[src/verilog/adam_glue_pkg.sv]
// Widths, vector types and controller key codes shared by the IO glue
// Key codes are active low, exactly as they appear on the port lines
package adam_glue_pkg;

        // Divider width, the fast enable looks at the low two bits only
        localparam int CE_DIV_BITS = 3;

        typedef logic [31:0] joy_t;
        typedef logic [19:0] keypad_t;
        typedef logic [3:0]  cv_code_t;
        typedef logic [31:0] lba_t;
        typedef logic [7:0]  sd_byte_t;
        typedef logic [10:0] audio_t;
        typedef logic [15:0] dac_t;

        // Keypad order, digits 0..9 sit at index 0..9
        localparam int kp_asterisk_c = 10;
        localparam int kp_number_c   = 11;
        localparam int kp_pt_c       = 12;
        localparam int kp_bt_c       = 13;
        localparam int kp_up_c       = 14;
        localparam int kp_down_c     = 15;
        localparam int kp_left_c     = 16;
        localparam int kp_right_c    = 17;
        localparam int kp_fire1_c    = 18;
        localparam int kp_fire2_c    = 19;

        localparam cv_code_t cv_key_0_c        = 4'b0011;
        localparam cv_code_t cv_key_1_c        = 4'b1110;
        localparam cv_code_t cv_key_2_c        = 4'b1101;
        localparam cv_code_t cv_key_3_c        = 4'b0110;
        localparam cv_code_t cv_key_4_c        = 4'b0001;
        localparam cv_code_t cv_key_5_c        = 4'b1001;
        localparam cv_code_t cv_key_6_c        = 4'b0111;
        localparam cv_code_t cv_key_7_c        = 4'b1100;
        localparam cv_code_t cv_key_8_c        = 4'b1000;
        localparam cv_code_t cv_key_9_c        = 4'b1011;
        localparam cv_code_t cv_key_asterisk_c = 4'b1010;
        localparam cv_code_t cv_key_number_c   = 4'b0101;
        localparam cv_code_t cv_key_pt_c       = 4'b0100;
        localparam cv_code_t cv_key_bt_c       = 4'b0010;
        localparam cv_code_t cv_key_none_c     = 4'b1111;

        // Code per keypad index 0..13
        localparam cv_code_t cv_key_table_c [0:kp_bt_c] = '{
                cv_key_0_c, cv_key_1_c, cv_key_2_c, cv_key_3_c, cv_key_4_c,
                cv_key_5_c, cv_key_6_c, cv_key_7_c, cv_key_8_c, cv_key_9_c,
                cv_key_asterisk_c, cv_key_number_c, cv_key_pt_c, cv_key_bt_c
        };

endpackage
[src/verilog/ctrl_port_if.sv]
// One player's controller port
// Select levels come from the console, code and fire come back from the pad
// All four lines are active low
interface ctrl_port_if import adam_glue_pkg::*; ();

        logic     sel_keypad_n;
        logic     sel_joy_n;
        cv_code_t code;
        logic     fire_n;

        modport console (
                output sel_keypad_n,
                output sel_joy_n,
                input  code,
                input  fire_n
        );

        modport pad (
                input  sel_keypad_n,
                input  sel_joy_n,
                output code,
                output fire_n
        );

endinterface

[src/verilog/adam_io_glue.sv]
// IO glue around the console core, single clock domain clk_sys
// Image ports carry one packed word per drive, disks first then tapes
// Controller selects and results are active low
module adam_io_glue import adam_glue_pkg::*; #(
        parameter int NUM_DISKS  = 2,
        parameter int NUM_TAPES  = 2,
        localparam int NUM_IMAGES = NUM_DISKS + NUM_TAPES
) (
        input  logic                      clk_sys,
        input  logic                      rst_n_i,
        input  logic                      pll_locked_i,
        input  logic                      reset_req_i,
        input  logic                      button_reset_i,
        input  logic                      download_i,
        input  logic                      joy_swap_i,
        input  joy_t                      joy0_i,
        input  joy_t                      joy1_i,
        input  logic [1:0]                sel_keypad_n_i,
        input  logic [1:0]                sel_joy_n_i,
        input  logic [NUM_IMAGES-1:0]     img_rd_i,
        input  logic [NUM_IMAGES-1:0]     img_wr_i,
        input  lba_t [NUM_IMAGES-1:0]     img_lba_i,
        input  sd_byte_t [NUM_IMAGES-1:0] img_din_i,
        input  logic                      host_ack_i,
        input  logic                      hsync_n_i,
        input  logic                      vsync_n_i,
        input  audio_t                    audio_i,
        output logic                      ce_fast_o,
        output logic                      ce_pix_o,
        output logic                      core_rst_n_o,
        output cv_code_t                  ctrl_code0_o,
        output cv_code_t                  ctrl_code1_o,
        output logic [1:0]                ctrl_fire_n_o,
        output lba_t                      host_lba_o,
        output sd_byte_t                  host_din_o,
        output logic [NUM_IMAGES-1:0]     img_ack_o,
        output logic                      activity_o,
        output logic                      hs_o,
        output logic                      vs_o,
        output dac_t                      dac_l_o,
        output dac_t                      dac_r_o
);

        clock_reset_gen u_clock_reset_gen (
                .clk_sys        (clk_sys),
                .rst_n_i        (rst_n_i),
                .pll_locked_i   (pll_locked_i),
                .reset_req_i    (reset_req_i),
                .button_reset_i (button_reset_i),
                .download_i     (download_i),
                .ce_fast_o      (ce_fast_o),
                .ce_pix_o       (ce_pix_o),
                .core_rst_n_o   (core_rst_n_o)
        );

        controller_ports u_controller_ports (
                .joy_swap_i     (joy_swap_i),
                .joy0_i         (joy0_i),
                .joy1_i         (joy1_i),
                .sel_keypad_n_i (sel_keypad_n_i),
                .sel_joy_n_i    (sel_joy_n_i),
                .ctrl_code0_o   (ctrl_code0_o),
                .ctrl_code1_o   (ctrl_code1_o),
                .ctrl_fire_n_o  (ctrl_fire_n_o)
        );

        image_channel_mux #(
                .NUM_IMAGES (NUM_IMAGES)
        ) u_image_channel_mux (
                .clk_sys    (clk_sys),
                .rst_n_i    (rst_n_i),
                .img_rd_i   (img_rd_i),
                .img_wr_i   (img_wr_i),
                .img_lba_i  (img_lba_i),
                .img_din_i  (img_din_i),
                .host_ack_i (host_ack_i),
                .download_i (download_i),
                .host_lba_o (host_lba_o),
                .host_din_o (host_din_o),
                .img_ack_o  (img_ack_o),
                .activity_o (activity_o)
        );

        av_output_stage u_av_output_stage (
                .clk_sys   (clk_sys),
                .rst_n_i   (rst_n_i),
                .hsync_n_i (hsync_n_i),
                .vsync_n_i (vsync_n_i),
                .audio_i   (audio_i),
                .hs_o      (hs_o),
                .vs_o      (vs_o),
                .dac_l_o   (dac_l_o),
                .dac_r_o   (dac_r_o)
        );

endmodule

[src/verilog/av_output_stage.sv]
// Sync retiming and sound widening
// Vsync only updates while hsync is low on both sides of the register
module av_output_stage import adam_glue_pkg::*; (
        input  logic   clk_sys,
        input  logic   rst_n_i,
        input  logic   hsync_n_i,
        input  logic   vsync_n_i,
        input  audio_t audio_i,
        output logic   hs_o,
        output logic   vs_o,
        output dac_t   dac_l_o,
        output dac_t   dac_r_o
);

        localparam int pad_bits = $bits(dac_t) - $bits(audio_t);

        dac_t dac_word;

        always_ff @(posedge clk_sys) begin
                if (!rst_n_i) begin
                        hs_o <= 1'b0;
                        vs_o <= 1'b0;
                end else begin
                        hs_o <= ~hsync_n_i;
                        if (!hs_o && !hsync_n_i) begin
                                vs_o <= ~vsync_n_i;
                        end
                end
        end

        // Sample on top, its own MSBs repeated below to reach full scale
        assign dac_word = {audio_i, audio_i[$bits(audio_t)-1 -: pad_bits]};

        // Mono source, same word on both channels
        assign dac_l_o = dac_word;
        assign dac_r_o = dac_word;

endmodule

[src/verilog/image_channel_mux.sv]
// Shares the single disk-image host channel among the drive requesters
// Highest active index wins, outputs hold while nobody requests
// Requesters must keep rd and wr exclusive
module image_channel_mux import adam_glue_pkg::*; #(
        parameter int NUM_IMAGES = 4
) (
        input  logic                  clk_sys,
        input  logic                  rst_n_i,
        input  logic [NUM_IMAGES-1:0] img_rd_i,
        input  logic [NUM_IMAGES-1:0] img_wr_i,
        input  lba_t [NUM_IMAGES-1:0] img_lba_i,
        input  sd_byte_t [NUM_IMAGES-1:0] img_din_i,
        input  logic                  host_ack_i,
        input  logic                  download_i,
        output lba_t                  host_lba_o,
        output sd_byte_t              host_din_o,
        output logic [NUM_IMAGES-1:0] img_ack_o,
        output logic                  activity_o
);

        logic [NUM_IMAGES-1:0] active;

        assign active = img_rd_i | img_wr_i;

        // =====================================================================
        // Registered selection
        // =====================================================================
        always_ff @(posedge clk_sys) begin
                if (!rst_n_i) begin
                        host_lba_o <= '0;
                        host_din_o <= '0;
                        img_ack_o  <= '0;
                end else begin
                        // Ascending scan, so the last active index sticks
                        for (int i = 0; i < NUM_IMAGES; i++) begin
                                if (active[i]) begin
                                        host_lba_o   <= img_lba_i[i];
                                        host_din_o   <= img_din_i[i];
                                        img_ack_o[i] <= host_ack_i;
                                end
                        end
                end
        end

        // Activity LED, reads and cartridge download only
        assign activity_o = |img_rd_i | download_i;

        a_rd_wr_exclusive: assert property (@(posedge clk_sys) disable iff (!rst_n_i)
                (img_rd_i & img_wr_i) == '0);

endmodule

[src/verilog/controller_ports.sv]
// Player swap and joystick to keypad remap for both controller ports
// Joystick bits 20 and up carry nothing and are ignored
module controller_ports import adam_glue_pkg::*; (
        input  logic        joy_swap_i,
        input  joy_t        joy0_i,
        input  joy_t        joy1_i,
        input  logic [1:0]  sel_keypad_n_i,
        input  logic [1:0]  sel_joy_n_i,
        output cv_code_t    ctrl_code0_o,
        output cv_code_t    ctrl_code1_o,
        output logic [1:0]  ctrl_fire_n_o
);

        joy_t    joy_a;
        joy_t    joy_b;
        keypad_t keypad0;
        keypad_t keypad1;

        ctrl_port_if port0 ();
        ctrl_port_if port1 ();

        // Host joystick word into keypad order
        function automatic keypad_t to_keypad(input joy_t joy);
                keypad_t kp;
                kp[9:0]           = joy[17:8];
                kp[kp_asterisk_c] = joy[6];
                kp[kp_number_c]   = joy[7];
                kp[kp_pt_c]       = joy[18];
                kp[kp_bt_c]       = joy[19];
                kp[kp_up_c]       = joy[3];
                kp[kp_down_c]     = joy[2];
                kp[kp_left_c]     = joy[1];
                kp[kp_right_c]    = joy[0];
                kp[kp_fire1_c]    = joy[4];
                kp[kp_fire2_c]    = joy[5];
                return kp;
        endfunction

        assign joy_a   = joy_swap_i ? joy1_i : joy0_i;
        assign joy_b   = joy_swap_i ? joy0_i : joy1_i;
        assign keypad0 = to_keypad(joy_a);
        assign keypad1 = to_keypad(joy_b);

        // Console side of both ports
        assign port0.sel_keypad_n = sel_keypad_n_i[0];
        assign port0.sel_joy_n    = sel_joy_n_i[0];
        assign port1.sel_keypad_n = sel_keypad_n_i[1];
        assign port1.sel_joy_n    = sel_joy_n_i[1];

        keypad_encoder u_pad0 (
                .buttons_i (keypad0),
                .port      (port0.pad)
        );

        keypad_encoder u_pad1 (
                .buttons_i (keypad1),
                .port      (port1.pad)
        );

        assign ctrl_code0_o  = port0.code;
        assign ctrl_code1_o  = port1.code;
        assign ctrl_fire_n_o = {port1.fire_n, port0.fire_n};

endmodule

[src/verilog/keypad_encoder.sv]
// Encodes one player's buttons onto the port, purely combinational
// Both selects low gives the AND of keypad and joystick results
module keypad_encoder import adam_glue_pkg::*; (
        input  keypad_t         buttons_i,
        ctrl_port_if.pad        port
);

        cv_code_t key_code;
        cv_code_t code_keypad;
        cv_code_t code_joy;
        logic     fire_keypad_n;
        logic     fire_joy_n;

        // =====================================================================
        // Keypad scan, lowest index wins
        // =====================================================================
        always_comb begin
                key_code = cv_key_none_c;
                for (int i = kp_bt_c; i >= 0; i--) begin
                        if (buttons_i[i]) begin
                                key_code = cv_key_table_c[i];
                        end
                end
        end

        always_comb begin
                code_keypad   = cv_key_none_c;
                fire_keypad_n = 1'b1;
                if (!port.sel_keypad_n) begin
                        code_keypad   = key_code;
                        // Keypad side reports fire 2
                        fire_keypad_n = ~buttons_i[kp_fire2_c];
                end
        end

        // =====================================================================
        // Joystick side
        // =====================================================================
        always_comb begin
                code_joy   = cv_key_none_c;
                fire_joy_n = 1'b1;
                if (!port.sel_joy_n) begin
                        code_joy   = ~{buttons_i[kp_up_c], buttons_i[kp_down_c],
                                       buttons_i[kp_left_c], buttons_i[kp_right_c]};
                        fire_joy_n = ~buttons_i[kp_fire1_c];
                end
        end

        assign port.code   = code_keypad & code_joy;
        assign port.fire_n = fire_keypad_n & fire_joy_n;

endmodule

[src/verilog/clock_reset_gen.sv]
// Clock enables from a free-running divider, first pulses one cycle after reset
// Core reset is one register stage behind its causes
module clock_reset_gen import adam_glue_pkg::*; (
        input  logic clk_sys,
        input  logic rst_n_i,
        input  logic pll_locked_i,
        input  logic reset_req_i,
        input  logic button_reset_i,
        input  logic download_i,
        output logic ce_fast_o,
        output logic ce_pix_o,
        output logic core_rst_n_o
);

        logic [CE_DIV_BITS-1:0] div;

        always_ff @(posedge clk_sys) begin
                if (!rst_n_i) begin
                        div          <= '0;
                        ce_fast_o    <= 1'b0;
                        ce_pix_o     <= 1'b0;
                        core_rst_n_o <= 1'b0;
                end else begin
                        div       <= div + 1'b1;
                        ce_fast_o <= (div[1:0] == 2'd0);
                        ce_pix_o  <= (div == '0);
                        // Any cause holds the core in reset
                        core_rst_n_o <= pll_locked_i & ~reset_req_i &
                                        ~button_reset_i & ~download_i;
                end
        end

        // Pixel enable is a subset of the fast enable
        a_pix_in_fast: assert property (@(posedge clk_sys) disable iff (!rst_n_i)
                ce_pix_o |-> ce_fast_o);

endmodule

[config.mk]
export PLATFORM = sky130hd
export DESIGN_NAME = adam_io_glue
export DESIGN_NICKNAME = d
export VERILOG_FILES = /design/src/verilog/adam_glue_pkg.sv /design/src/verilog/ctrl_port_if.sv /design/src/verilog/adam_io_glue.sv /design/src/verilog/av_output_stage.sv /design/src/verilog/image_channel_mux.sv /design/src/verilog/controller_ports.sv /design/src/verilog/keypad_encoder.sv /design/src/verilog/clock_reset_gen.sv
export SDC_FILE = /design/constraint.sdc
export NUM_CORES = 1
export LEC_CHECK = 0
export BUFFER_PORTS_ARGS = -buffer_cell sky130_fd_sc_hd__buf_2
export CORE_AREA = 2 2 137 139
export CTS_CLUSTER_DIAMETER = 50
export DETAILED_ROUTE_END_ITERATION = 12
export DIE_AREA = 0 0 139 141
export GPL_ROUTABILITY_DRIVEN = 0
export PLACE_DENSITY_LB_ADDON = 0.2
export SLEW_MARGIN = 10
export SYNTH_ARGS = -nofsm -noshare
export SYNTH_HDL_FRONTEND = slang
export SYNTH_HIERARCHICAL = 1
export SYNTH_SLANG_ARGS = --single-unit
[constraint.sdc]
create_clock -name clk_sys -period 2.61 [get_ports clk_sys]
set_input_delay 0.522 -clock clk_sys [delete_from_list [all_inputs] [get_ports clk_sys]]
set_output_delay 0.522 -clock clk_sys [all_outputs]
set_load 0.02 [all_outputs]
# Word level (Yosys, flattened, before mapping)
# Index checks and enable logic that the tools add are counted.
# word_totals
in_bits	257
elab_cells	86
register_bits	52
# op_classes
addsub	1
n_reduce_logical	7
mux	46
bitwise	20
# op_table
op	n
$mux W32	4
$mux W4	32
$mux W20	2
$mux W8	4
$not A1 Y1	9
$and A4 B4 Y4	2
$not A4 Y4	2
$and A1 B1 Y1	5
$mux W1	4
$or A4 B4 Y4	1
$reduce_bool A4 Y1	1
$reduce_or A4 Y1	1
$add A3 B1 Y3 const B	1
$logic_not A3 Y1	1
$logic_not A1 Y1	2
$logic_not A2 Y1	1
$logic_and A1 B1 Y1	1
$or A1 B1 Y1	1

# Depth between registers and ports, before layout
# Gate-level depths: netlist (run 1).
# depth
word_depth	17
depth_mapped	6
mapped_depth_nobuf	4

# Hierarchy
# Netlist (run 1), hierarchy kept.
# by_module_without_submodules
module	area_each_um2	cells_each	n_inst
image_channel_mux	3051.7	299	1
controller_ports	510.5	46	1
keypad_encoder	247.7	39	2
av_output_stage	307.8	38	1
clock_reset_gen	210.2	18	1

# Worst setup path after synthesis (run 1)
# OpenSTA, ideal clock, no wires.
# synth_timing
path_kind	input port to output port
from	in joy_swap_i
to	out ctrl_code0_o[0]
n_path_buf	1
required_ps	2088
cell_stages	5
setup_slack_ps	4
t_arrival_ps	2084
cell_sequence	buf_6 mux2_2 or4_1 a2111oi_2 a221oi_1
# synth_between
word_cells_on_any_way	19
# synth_rtl
element	line	rtl
start, declared	adam_io_glue.sv:15	input logic joy_swap_i,
$mux W20	controller_ports.sv:39	assign joy_a = joy_swap_i ? joy1_i : joy0_i;
net u_controller_ports.joy_a[8]	controller_ports.sv:14	joy_t joy_a;
$mux W4	keypad_encoder.sv:20	if (buttons_i[i]) begin
$mux W4	keypad_encoder.sv:29	if (!port.sel_keypad_n) begin
$and A4 B4 Y4	keypad_encoder.sv:49	assign port.code = code_keypad & code_joy;
end, declared	adam_io_glue.sv:31	output cv_code_t ctrl_code0_o,
# The timed path passes the listed nets, and every way through them passes these cells.

# Final worst setup path (run 1)
# layout_timing
from	in joy_swap_i
to	out ctrl_code1_o[0]
# layout_between
word_cells_on_any_way	19
# layout_rtl
element	line	rtl
$mux W20	controller_ports.sv:40	assign joy_b = joy_swap_i ? joy0_i : joy1_i;
net u_controller_ports.joy_b[8]	controller_ports.sv:15	joy_t joy_b;
$mux W4	keypad_encoder.sv:20	
$mux W4	keypad_encoder.sv:29	
$and A4 B4 Y4	keypad_encoder.sv:49	
end, declared	adam_io_glue.sv:32	output cv_code_t ctrl_code1_o,
# The timed path passes the listed nets, and every way through them passes these cells.

==> results of run 1 <==
routing by layer:
metal  share of wire  wire [um]  track usage
met1            0.43       7420        0.206
met2            0.49       8400        0.280
met3           0.060       1030       0.0316
met4           0.018        308       0.0521
met5               0          0            0
worst paths after layout:
path                            slack (ps)                                    end                                 from
worst max register to register        1640  u_clock_reset_gen/ce_pix_o$_SDFF_PN0_  u_clock_reset_gen/div[0]$_SDFF_PN0_
worst min register to register         450    u_clock_reset_gen/div[0]$_SDFF_PN0_  u_clock_reset_gen/div[0]$_SDFF_PN0_
worst max-delay path                   -70                        ctrl_code1_o[0]                           joy_swap_i
worst min-delay path                   450    u_clock_reset_gen/div[0]$_SDFF_PN0_  u_clock_reset_gen/div[0]$_SDFF_PN0_
critical path, cell delays in order:
cell	delay, ps
buf_12	120
buf_12	130
mux2_4	300
or4_4	560
a2111oi_4	230
a221oi_2	120
buf_4	180
state kept, by name, summed over array words and instances (netlist names):
register,count
u_clock_reset_gen/ce_fast_o,1
u_clock_reset_gen/div,3
u_av_output_stage/vs_o,1
u_image_channel_mux/host_lba_o,32
u_av_output_stage/hs_o,1
u_image_channel_mux/img_ack_o,4
u_clock_reset_gen/ce_pix_o,1
u_image_channel_mux/host_din_o,8
u_clock_reset_gen/core_rst_n_o,1
cell usage after synthesis (all sizes together) (3+ instances only):
| cell | n |
|---|---|
| nor3 | 5 |
| nor2b | 4 |
| o21ai | 6 |
| o21bai | 42 |
| nor2 | 17 |
| buf | 52 |
| mux2 | 40 |
| a2111oi | 6 |
| mux2i | 41 |
| dfxtp | 52 |
| nand2b | 4 |
| o311ai | 40 |
| clkbuf | 20 |
| nand2 | 8 |
| inv | 48 |
| and2 | 3 |
| nor4 | 6 |
| a221oi | 44 |
| nor4b | 3 |
| a21boi | 4 |
| or3 | 3 |
final cells by class:
type / count / area, um2 / area share
Inverter: 48 / 180 / 0.0271
Tap cell: 234 / 293 / 0.0441
Multi-Input combinational cell: 307 / 3090 / 0.466
Antenna cell: 1 / 2.50 / 0.000377
Sequential cell: 52 / 1040 / 0.157
Clock inverter: 3 / 27.5 / 0.00414
Timing Repair Buffer: 327 / 1880 / 0.283
Clock buffer: 5 / 125 / 0.0188
kinds of logic after synthesis:
family	share of synthesized area
muxes	0.188
buffers and inverters	0.150
AOI/OAI and AO/OA	0.337
and+or+nand+nor	0.0891
xor gates and xnor gates	0.00191
adders and majority gates	0.00547
DFF	0.228
stage by stage:
stage	cell area, um2	hold WS (ps)
floorplan	4580	420
global placement	6150	441
detailed placement	6150	440
CTS	6540	451
global route	6640	473
finish	6640	448
repair_timing:
| item | CTS | global route |
|---|---|---|
| cloned | 1 | 1 |
| endpoints found under the setup margin | 8 | 7 |
| buffers inserted | 0 | 1 |
| gates resized for setup | 52 | 13 |
| pin swaps | 13 | 5 |
power breakdown:
| group | total, mW | leakage [nW] | internal, mW | switching (mW) |
|---|---|---|---|---|
| registers | 0.878 | 0.434 | 0.852 | 0.0255 |
| logic | 0.965 | 2.57 | 0.463 | 0.502 |
| clock network | 0.724 | 0.0719 | 0.366 | 0.358 |
==> qor.yml, run 1 <==
outcome:
  status: "finished with violations"
  violations: "setup timing"
yosys:
  synth-seq-cells: 52
  ys.warnings.count: 6
  synth_edf_count: 0
  synthesis.instances: 479
  synth_area_um2: 4580
  synth_cell_types: 46
  syn-num-nets: 738
  seq_area_frac_synth: 0.228
  yosys.area.top_type: "dfxtp_1"
  syn_avg_cell_area_um2: 9.55
  synth_top_area_frac: 0.228
  synth.top_cells.by_area: "dfxtp_1 23%, a221oi_2 13%, mux2_2 9.8%"
  ys.flop_type: "dfxtp_1"
  ys_async_sr_fraction: 0
clocking:
  cts.path.max_buffers: 2
  postCtsHoldBufs: 0
  cts_sinks: 52
  clock_latency_ps: 300
  cts-root-buf: "clkbuf_16"
  cts_tree: "done"
  cts_buffers: 5
  cts_htree_levels: 2
  path_clk_slew_ps: 70
timing:
  max_freq_ghz: 0.373
  worstMarginPinSlew_ps: 816
  fin_crit_sh: 1.03
  setup_violations: 5
  tns_ps: -177
  final_max_slew_viol_count: 0
  fin_worst_skew_ps: 0.375
  period_minus_slack_ps: 2680
  hold_violations: 0
  fin_ws_ps: -71.1
  slew_headroom: 0.449
  rsz0062_at_grt: "yes"
grt:
  antenna_found_initial: 0
  grt_pass1_vias: 4621
  grtUsageTotal: 0.163
  grt_pass1_wl_um: 25400
  grt_max_degree: 42
  grt_overflow_total: 0
pwr:
  p_per_area_nw_per_um2: 386
  ir_drop_mv: 0.323
  power_mw: 2.57
  p_leak_nw: 3.08
critical_path:
  required_ps: 2090
  worstPathMaxFanout: 7
  critPathKind: "input port to output port"
  end_kind: "output port"
  start_kind: "input port"
  worstPathArrival_ps: 2160
  r2r_cells: 4
placement:
  place_hpwl_um: 13200
  dp.cells: 967
  port_buffers: 281
  dp_slack_ps: -409
job:
  cap_violations: 0
final_layout:
  fillers: 1938
  final_util: 0.364
  layout_common_cells: "273 x buf_2, 52 x dfxtp_1, 48 x inv_1"
  final_common_cell: "buf_2"
  syn_to_final_growth_pct: 45.2
  drive_gt1_frac: 0.602
  nets: 1000
  fin_cells: 977
floorplanning:
  die_h_um: 141
  fp.dieW_um: 139
  rows: 50
  start_util: 0.250
  core_um2: 18300
  dieArea_um2: 19600
  io-pin-count: 349
min_path:
  hold_depth: 1
  min_path_type: "flop to flop"
route:
  first_iter_violations: 148
  ant_nets: 0
  via_count: 4690
  dr.pass1.iters: 4
  drc: 0
  routedWlPerCell_um: 17.6
  vias_per_cell: 4.80
  routed_wl_um: 17200
Note: power is estimated with default switching activity, not from simulation.
==> run 2: changes to the inputs <==
--- a/config.mk
+++ b/config.mk
@@ -6,10 +6,10 @@
 export NUM_CORES = 1
 export LEC_CHECK = 0
 export BUFFER_PORTS_ARGS = -buffer_cell sky130_fd_sc_hd__buf_2
-export CORE_AREA = 2 2 137 139
+export CORE_ASPECT_RATIO = 1.25
+export CORE_UTILIZATION = 25
 export CTS_CLUSTER_DIAMETER = 50
 export DETAILED_ROUTE_END_ITERATION = 12
-export DIE_AREA = 0 0 139 141
 export GPL_ROUTABILITY_DRIVEN = 0
 export PLACE_DENSITY_LB_ADDON = 0.2
 export SLEW_MARGIN = 10
==> run 2 against run 1 <==
The run still ends with setup timing left. Total power rose by 6.1%. Sequential power barely moved. Clock-buffer cell count did not move. Design area is 0.36% lower. Hold slack gained 1.4 ps. Critical path depth is 1 higher. Utilization rose by 1.0 points. Critical path type unchanged.
==> qor.yml, run 2 (synthesis gave the netlist of run 1 again) <==
route:
  vias_per_cell: 5.04  # was 4.80
  routed_wl_um: 17600  # was 17,200 um
  first_iter_violations: 184  # was 148
  drc: 0  # unchanged
  dr.pass1.iters: 4  # unchanged
  routedWlPerCell_um: 18.2  # was 17.6 um
  ant_nets: 0  # unchanged
  via_count: 4870  # was 4,690
final_layout:
  regMostFlops: "u_image_channel_mux/host_lba_o"  # unchanged
  regArea_um2: 1040  # unchanged
  largest_register_ffs: 32  # unchanged
  drive_gt1_frac: 0.603  # was 0.602
  final_common_cell: "buf_2"  # unchanged
  final_area_um2: 6620  # was 6640 um2
  fillers: 1817  # was 1,938
  largestRegisters: "u_image_channel_mux/host_lba_o (32), u_image_channel_mux/host_din_o (8), u_image_channel_mux/img_ack_o (4)"  # unchanged
  multi_input_area_um2: 3090  # about the same
  syn_to_final_growth_pct: 44.7  # was 45.2%
  layout_common_cells: "276 x buf_2, 52 x dfxtp_1, 48 x inv_1"  # was 273 x buf_2, 52 x dfxtp_1, 48 x inv_1
  fin_cells: 966  # was 977
  nets: 999  # was 1,000
clocking:
  cts-root-buf: "clkbuf_16"  # unchanged
  postCtsHoldBufs: 0  # unchanged
  cts_buffers: 5  # unchanged
  path_clk_slew_ps: 70  # about the same
  cts.path.max_buffers: 2  # unchanged
  cts_htree_levels: 2  # unchanged
  clock_latency_ps: 290  # was 300 ps
  cts_sinks: 52  # unchanged
  cts_tree: "done"  # unchanged
timing:
  worstMarginPinSlew_ps: 733  # was 816 ps
  fin_crit_sh: 1.02  # was 1.03
  tns_ps: -179  # was -177 ps
  fin_worst_skew_ps: 3.45  # was 0.375 ps
  hold_violations: 0  # unchanged
  setup_violations: 5  # unchanged
  fin_ws_ps: -58.5  # was -71.1 ps
  period_minus_slack_ps: 2670  # was 2680 ps
  rsz0062_at_grt: "yes"  # unchanged
  max_freq_ghz: 0.375  # was 0.373 GHz
  whs_ps: 450  # was 448 ps
  slew_headroom: 0.511  # was 0.449
  final_max_slew_viol_count: 0  # unchanged
critical_path:
  end_kind: "output port"  # unchanged
  critPathKind: "input port to output port"  # unchanged
  r2r_cells: 4  # unchanged
  worstPathMaxFanout: 6  # was 7
  worstPathArrival_ps: 2150  # was 2160 ps
  required_ps: 2090  # about the same
  start_kind: "input port"  # unchanged
floorplanning:
  core_um2: 17700  # was 18,300 um2
  fp.dieW_um: 123  # was 139 um
  dieArea_um2: 18900  # was 19,600 um2
  rows: 54  # was 50
  start_util: 0.258  # was 0.250
  die_h_um: 153  # was 141 um
  io-pin-count: 349  # unchanged
outcome:
  status: "finished with violations"  # unchanged
  violations: "setup timing"  # unchanged
placement:
  place_area_um2: 6070  # was 6150 um2
  port_buffers: 281  # unchanged
  dp.cells: 949  # was 967
  place_hpwl_um: 13400  # was 13,200 um
  dp_slack_ps: -288  # was -409 ps
pwr:
  pwr-share-comb: 0.354  # was 0.376
  p_clk_frac: 0.322  # was 0.282
  swShare: 0.318  # was 0.345
  p_per_area_nw_per_um2: 411  # was 386 nW/um2
  switchingPower_mw: 0.865  # was 0.886 mW
  seqPwrFrac: 0.324  # was 0.342
  ir_drop_mv: 0.274  # was 0.323 mV
  p_leak_nw: 3.07  # was 3.08 nW
  intPower_mw: 1.86  # was 1.68 mW
min_path:
  hold_depth: 1  # unchanged
  min_path_type: "flop to flop"  # unchanged
grt:
  grt_pass1_vias: 4930  # was 4,621
  grt_pass1_wl_um: 25800  # was 25,400 um
  grt_max_degree: 52  # was 42
  grtUsageTotal: 0.176  # was 0.163
  antenna_found_initial: 1  # was 0
  grt_overflow_total: 0  # unchanged
job:
  cap_violations: 0  # unchanged
[run 2: changes by cell type in the layout (fill, tap and decap cells not counted), moves of 2 or more]
cell       delta
bufinv_16     +2
buf_4         -3
mux2_4        -3
buf_2         +3
mux2_2        +3
nor3_1        -2
[run 2: worst paths after layout]
check	to	slack (ps)	start
worst min register to register	u_clock_reset_gen/div[0]$_SDFF_PN0_	450	u_clock_reset_gen/div[0]$_SDFF_PN0_
worst max register to register	u_clock_reset_gen/ce_pix_o$_SDFF_PN0_	1640	u_clock_reset_gen/div[0]$_SDFF_PN0_
worst min-delay path	u_clock_reset_gen/div[0]$_SDFF_PN0_	450	u_clock_reset_gen/div[0]$_SDFF_PN0_
worst max-delay path	ctrl_code1_o[3]	-60	joy_swap_i
[run 2: routing by layer]
layer	wire, um	GRT usage	share of wire
met1	6440	0.184	0.37
met2	9050	0.334	0.51
met3	1710	0.0459	0.097
met4	403	0.0562	0.023
met5	0	0	0
[run 2: final cells by class]
cell class              count  share of cell area
diodes                      1            0.000378
clock buffers               5              0.0189
clock inverters             3              0.0104
inverters                  48              0.0272
multi-input cells         307               0.466
flip-flops and latches     52               0.157
well taps                 224              0.0423
repair buffers            326               0.277
[run 2: critical path, cell delays in order]
cell,delay [ps]
buf_12,110
buf_8,120
buf_6,120
mux2_4,340
nor4_4,330
a2111oi_4,100
o311a_1,360
buf_6,140
[run 2: power groups by stage]
stage / clock [mW] / sequential (mW) / combinational (mW)
after floorplan: 0 / 0.966 / 0.495
after global placement: 0 / 0.898 / 0.870
after detailed placement: 0 / 0.901 / 0.880
after CTS: 0.913 / 0.882 / 0.920
after global routing: 0.946 / 0.889 / 1.04
final: 0.878 / 0.881 / 0.965
[run 2: timing repair]
item / CTS / global route
pin swaps: 10 / 14
endpoints found under the setup margin: 8 / 8
resized for setup: 35 / 28
setup buffers: 0 / 8
[run 2: per-stage QoR]
step,utilization,power [mW]
floorplan,-,1.46
global placement,0.343,1.77
detailed placement,0.343,1.78
CTS,0.363,2.72
global route,0.374,2.87
finish,0.374,2.72
==> run 3: changes to the inputs <==
--- a/config.mk
+++ b/config.mk
@@ -7,7 +7,9 @@
 export LEC_CHECK = 0
 export BUFFER_PORTS_ARGS = -buffer_cell sky130_fd_sc_hd__buf_2
 export CORE_ASPECT_RATIO = 1.25
+export CORE_MARGIN = 4
 export CORE_UTILIZATION = 25
+export CTS_BUF_LIST = sky130_fd_sc_hd__clkbuf_4 sky130_fd_sc_hd__clkbuf_8
 export CTS_CLUSTER_DIAMETER = 50
 export DETAILED_ROUTE_END_ITERATION = 12
 export GPL_ROUTABILITY_DRIVEN = 0
==> run 3 against run 2 <==
Critical path depth unchanged. Global-route usage decreased by 0.58 points. Worst setup slack got worse by 20 ps. Largest power group unchanged. Clock-buffer cell count increased by 1. First-iteration DRC count increased by 17%. Design area about the same. The run still ends with setup timing left. Fmax decreased by 0.75%. Register-to-register slack about the same. Clock skew increased by 11 ps. Total power decreased by 13%. Critical path type unchanged. Hold slack improved by 8.5 ps.
==> qor.yml, run 3 (synthesis gave the netlist of run 1 again) <==
critical_path:
  r2r_cells: 4  # unchanged
  worstPathMaxFanout: 8  # was 6
  start_kind: "input port"  # unchanged
  worstPathArrival_ps: 2170  # was 2150 ps
  critPathKind: "input port to output port"  # unchanged
  required_ps: 2090  # about the same
  r2r_end: "u_clock_reset_gen/ce_pix_o$_SDFF_PN0_"  # unchanged
  startpoint: "joy_swap_i"  # unchanged
  r2r_slack_ps: 1650  # was 1640 ps
  end_kind: "output port"  # unchanged
  r2r_start: "u_clock_reset_gen/div[0]$_SDFF_PN0_"  # unchanged
  critPathCapture: "ctrl_code0_o[0]"  # was ctrl_code1_o[3]
grt:
  grt_max_degree: 42  # was 52
  grt_overflow_total: 0  # unchanged
  grt_pass1_wl_um: 27700  # was 25,800 um
  grt_pass1_vias: 5011  # was 4,930
  antenna_found_initial: 3  # was 1
  grtUsageTotal: 0.170  # was 0.176
timing:
  worstMarginPinSlew_ps: 727  # was 733 ps
  fin_ws_ps: -78.5  # was -58.5 ps
  rsz0062_at_grt: "yes"  # unchanged
  slew_headroom: 0.515  # was 0.511
  setup_violations: 4  # was 5
  fin_worst_skew_ps: 14.8  # was 3.45 ps
  whs_ps: 458  # was 450 ps
  final_max_slew_viol_count: 0  # unchanged
  period_minus_slack_ps: 2690  # was 2670 ps
  hold_violations: 0  # unchanged
  max_freq_ghz: 0.372  # was 0.375 GHz
  fin_crit_sh: 1.03  # was 1.02
pwr:
  ir_drop_mv: 0.154  # was 0.274 mV
  intPower_mw: 1.52  # was 1.86 mW
  switchingPower_mw: 0.851  # was 0.865 mW
  p_per_area_nw_per_um2: 358  # was 411 nW/um2
  power_mw: 2.37  # was 2.72 mW
  swShare: 0.359  # was 0.318
  p_leak_nw: 3.06  # was 3.07 nW
  pwr-share-comb: 0.418  # was 0.354
  seqPwrFrac: 0.371  # was 0.324
  p_clk_frac: 0.211  # was 0.322
placement:
  dp_slack_ps: -248  # was -288 ps
  place_area_um2: 6110  # was 6070 um2
  place_hpwl_um: 14600  # was 13,400 um
  port_buffers: 281  # unchanged
floorplanning:
  fp.dieW_um: 129  # was 123 um
  rows: 55  # was 54
  io-pin-count: 349  # unchanged
  core_um2: 18000  # was 17,700 um2
  dieArea_um2: 20500  # was 18,900 um2
  die_h_um: 159  # was 153 um
  start_util: 0.254  # was 0.258
final_layout:
  layout_common_cells: "275 x buf_2, 52 x dfxtp_1, 48 x inv_1"  # was 276 x buf_2, 52 x dfxtp_1, 48 x inv_1
  nets: 997  # was 999
  largest_register_ffs: 32  # unchanged
  largestRegisters: "u_image_channel_mux/host_lba_o (32), u_image_channel_mux/host_din_o (8), u_image_channel_mux/img_ack_o (4)"  # unchanged
  final_util: 0.367  # was 0.374
  syn_to_final_growth_pct: 44.7  # about the same
  drive_gt1_frac: 0.604  # was 0.603
  final_area_um2: 6620  # about the same
  regMostFlops: "u_image_channel_mux/host_lba_o"  # unchanged
  final_common_cell: "buf_2"  # unchanged
clocking:
  clock_latency_ps: 310  # was 290 ps
  cts_tree: "done"  # unchanged
  cts-root-buf: "clkbuf_8"  # was clkbuf_16
  cts_htree_levels: 2  # unchanged
  postCtsHoldBufs: 0  # unchanged
  cts.path.max_buffers: 2  # unchanged
  cts_buffers: 5  # unchanged
  cts_sinks: 52  # unchanged
  path_clk_slew_ps: 90  # was 70 ps
route:
  via_count: 4896  # was 4,870
  drc: 0  # unchanged
  routed_wl_um: 18900  # was 17,600 um
  first_iter_violations: 216  # was 184
  routedWlPerCell_um: 19.5  # was 18.2 um
  ant_nets: 0  # unchanged
  dr.pass1.iters: 4  # unchanged
  vias_per_cell: 5.05  # was 5.04
min_path:
  min_path_type: "flop to flop"  # unchanged
outcome:
  status: "finished with violations"  # unchanged
  violations: "setup timing"  # unchanged
job:
  cap_violations: 0  # unchanged
[run 3: cell type report]
class                           instances  area, um2
Sequential cell                        52       1040
Multi-Input combinational cell        307       3150
Clock buffer                            6       76.3
Antenna cell                            2       5.00
Clock inverter                          2       16.3
Timing Repair Buffer                  324       1870
Fill cell                            1876      11400
Tap cell                              228        285
Inverter                               48        180
[run 3: what timing repair did]
action                                  4_1_cts  5_1_grt
gates resized for setup                      53       23
pin swaps                                    14        5
cloned                                        1        0
endpoints found under the setup margin        8        8
buffers inserted                              5        0
[run 3: how the worst min path moves through the flow]
stage                                              startpoint                             endpoint  slack, ps  cells after the start
final                     u_clock_reset_gen/div[0]$_SDFF_PN0_  u_clock_reset_gen/div[0]$_SDFF_PN0_        460                      1
after global routing      u_clock_reset_gen/div[0]$_SDFF_PN0_  u_clock_reset_gen/div[0]$_SDFF_PN0_        470                      1
after CTS                 u_clock_reset_gen/div[0]$_SDFF_PN0_  u_clock_reset_gen/div[0]$_SDFF_PN0_        460                      1
after detailed placement  u_clock_reset_gen/div[0]$_SDFF_PN0_  u_clock_reset_gen/div[0]$_SDFF_PN0_        440                      1
after global placement    u_clock_reset_gen/div[0]$_SDFF_PN0_  u_clock_reset_gen/div[0]$_SDFF_PN0_        430                      1
after floorplan           u_clock_reset_gen/div[0]$_SDFF_PN0_  u_clock_reset_gen/div[0]$_SDFF_PN0_        420                      1
[run 3: routing by layer]
layer  up-vias  wire length (um)  GRT usage
li1       2332                 -          -
met1      2302              7090      0.192
met2       235              9870      0.321
met3        23              1640     0.0379
met4         4               259     0.0358
met5         -                21          0
[run 3: critical path, cell delays in order]
cell       delay [ps]
buf_8             110
buf_16            130
buf_6             110
mux2_4            300
or4_4             520
a2111oi_4         210
a221oi_2           80
buf_2             170
[run 3: stage by stage]
stage	cells	TNS, ps
finish	969	-146
global route	968	-544
CTS	967	-223
detailed placement	953	-1580
global placement	953	-1580
floorplan	479	0
[run 3: power groups by stage]
stage	registers [mW]	logic, mW	clock network, mW
after floorplan	0.966	0.495	0
after global routing	0.888	1.06	0.551
final	0.880	0.991	0.500
after global placement	0.897	0.881	0
after detailed placement	0.899	0.894	0
after CTS	0.881	0.964	0.531
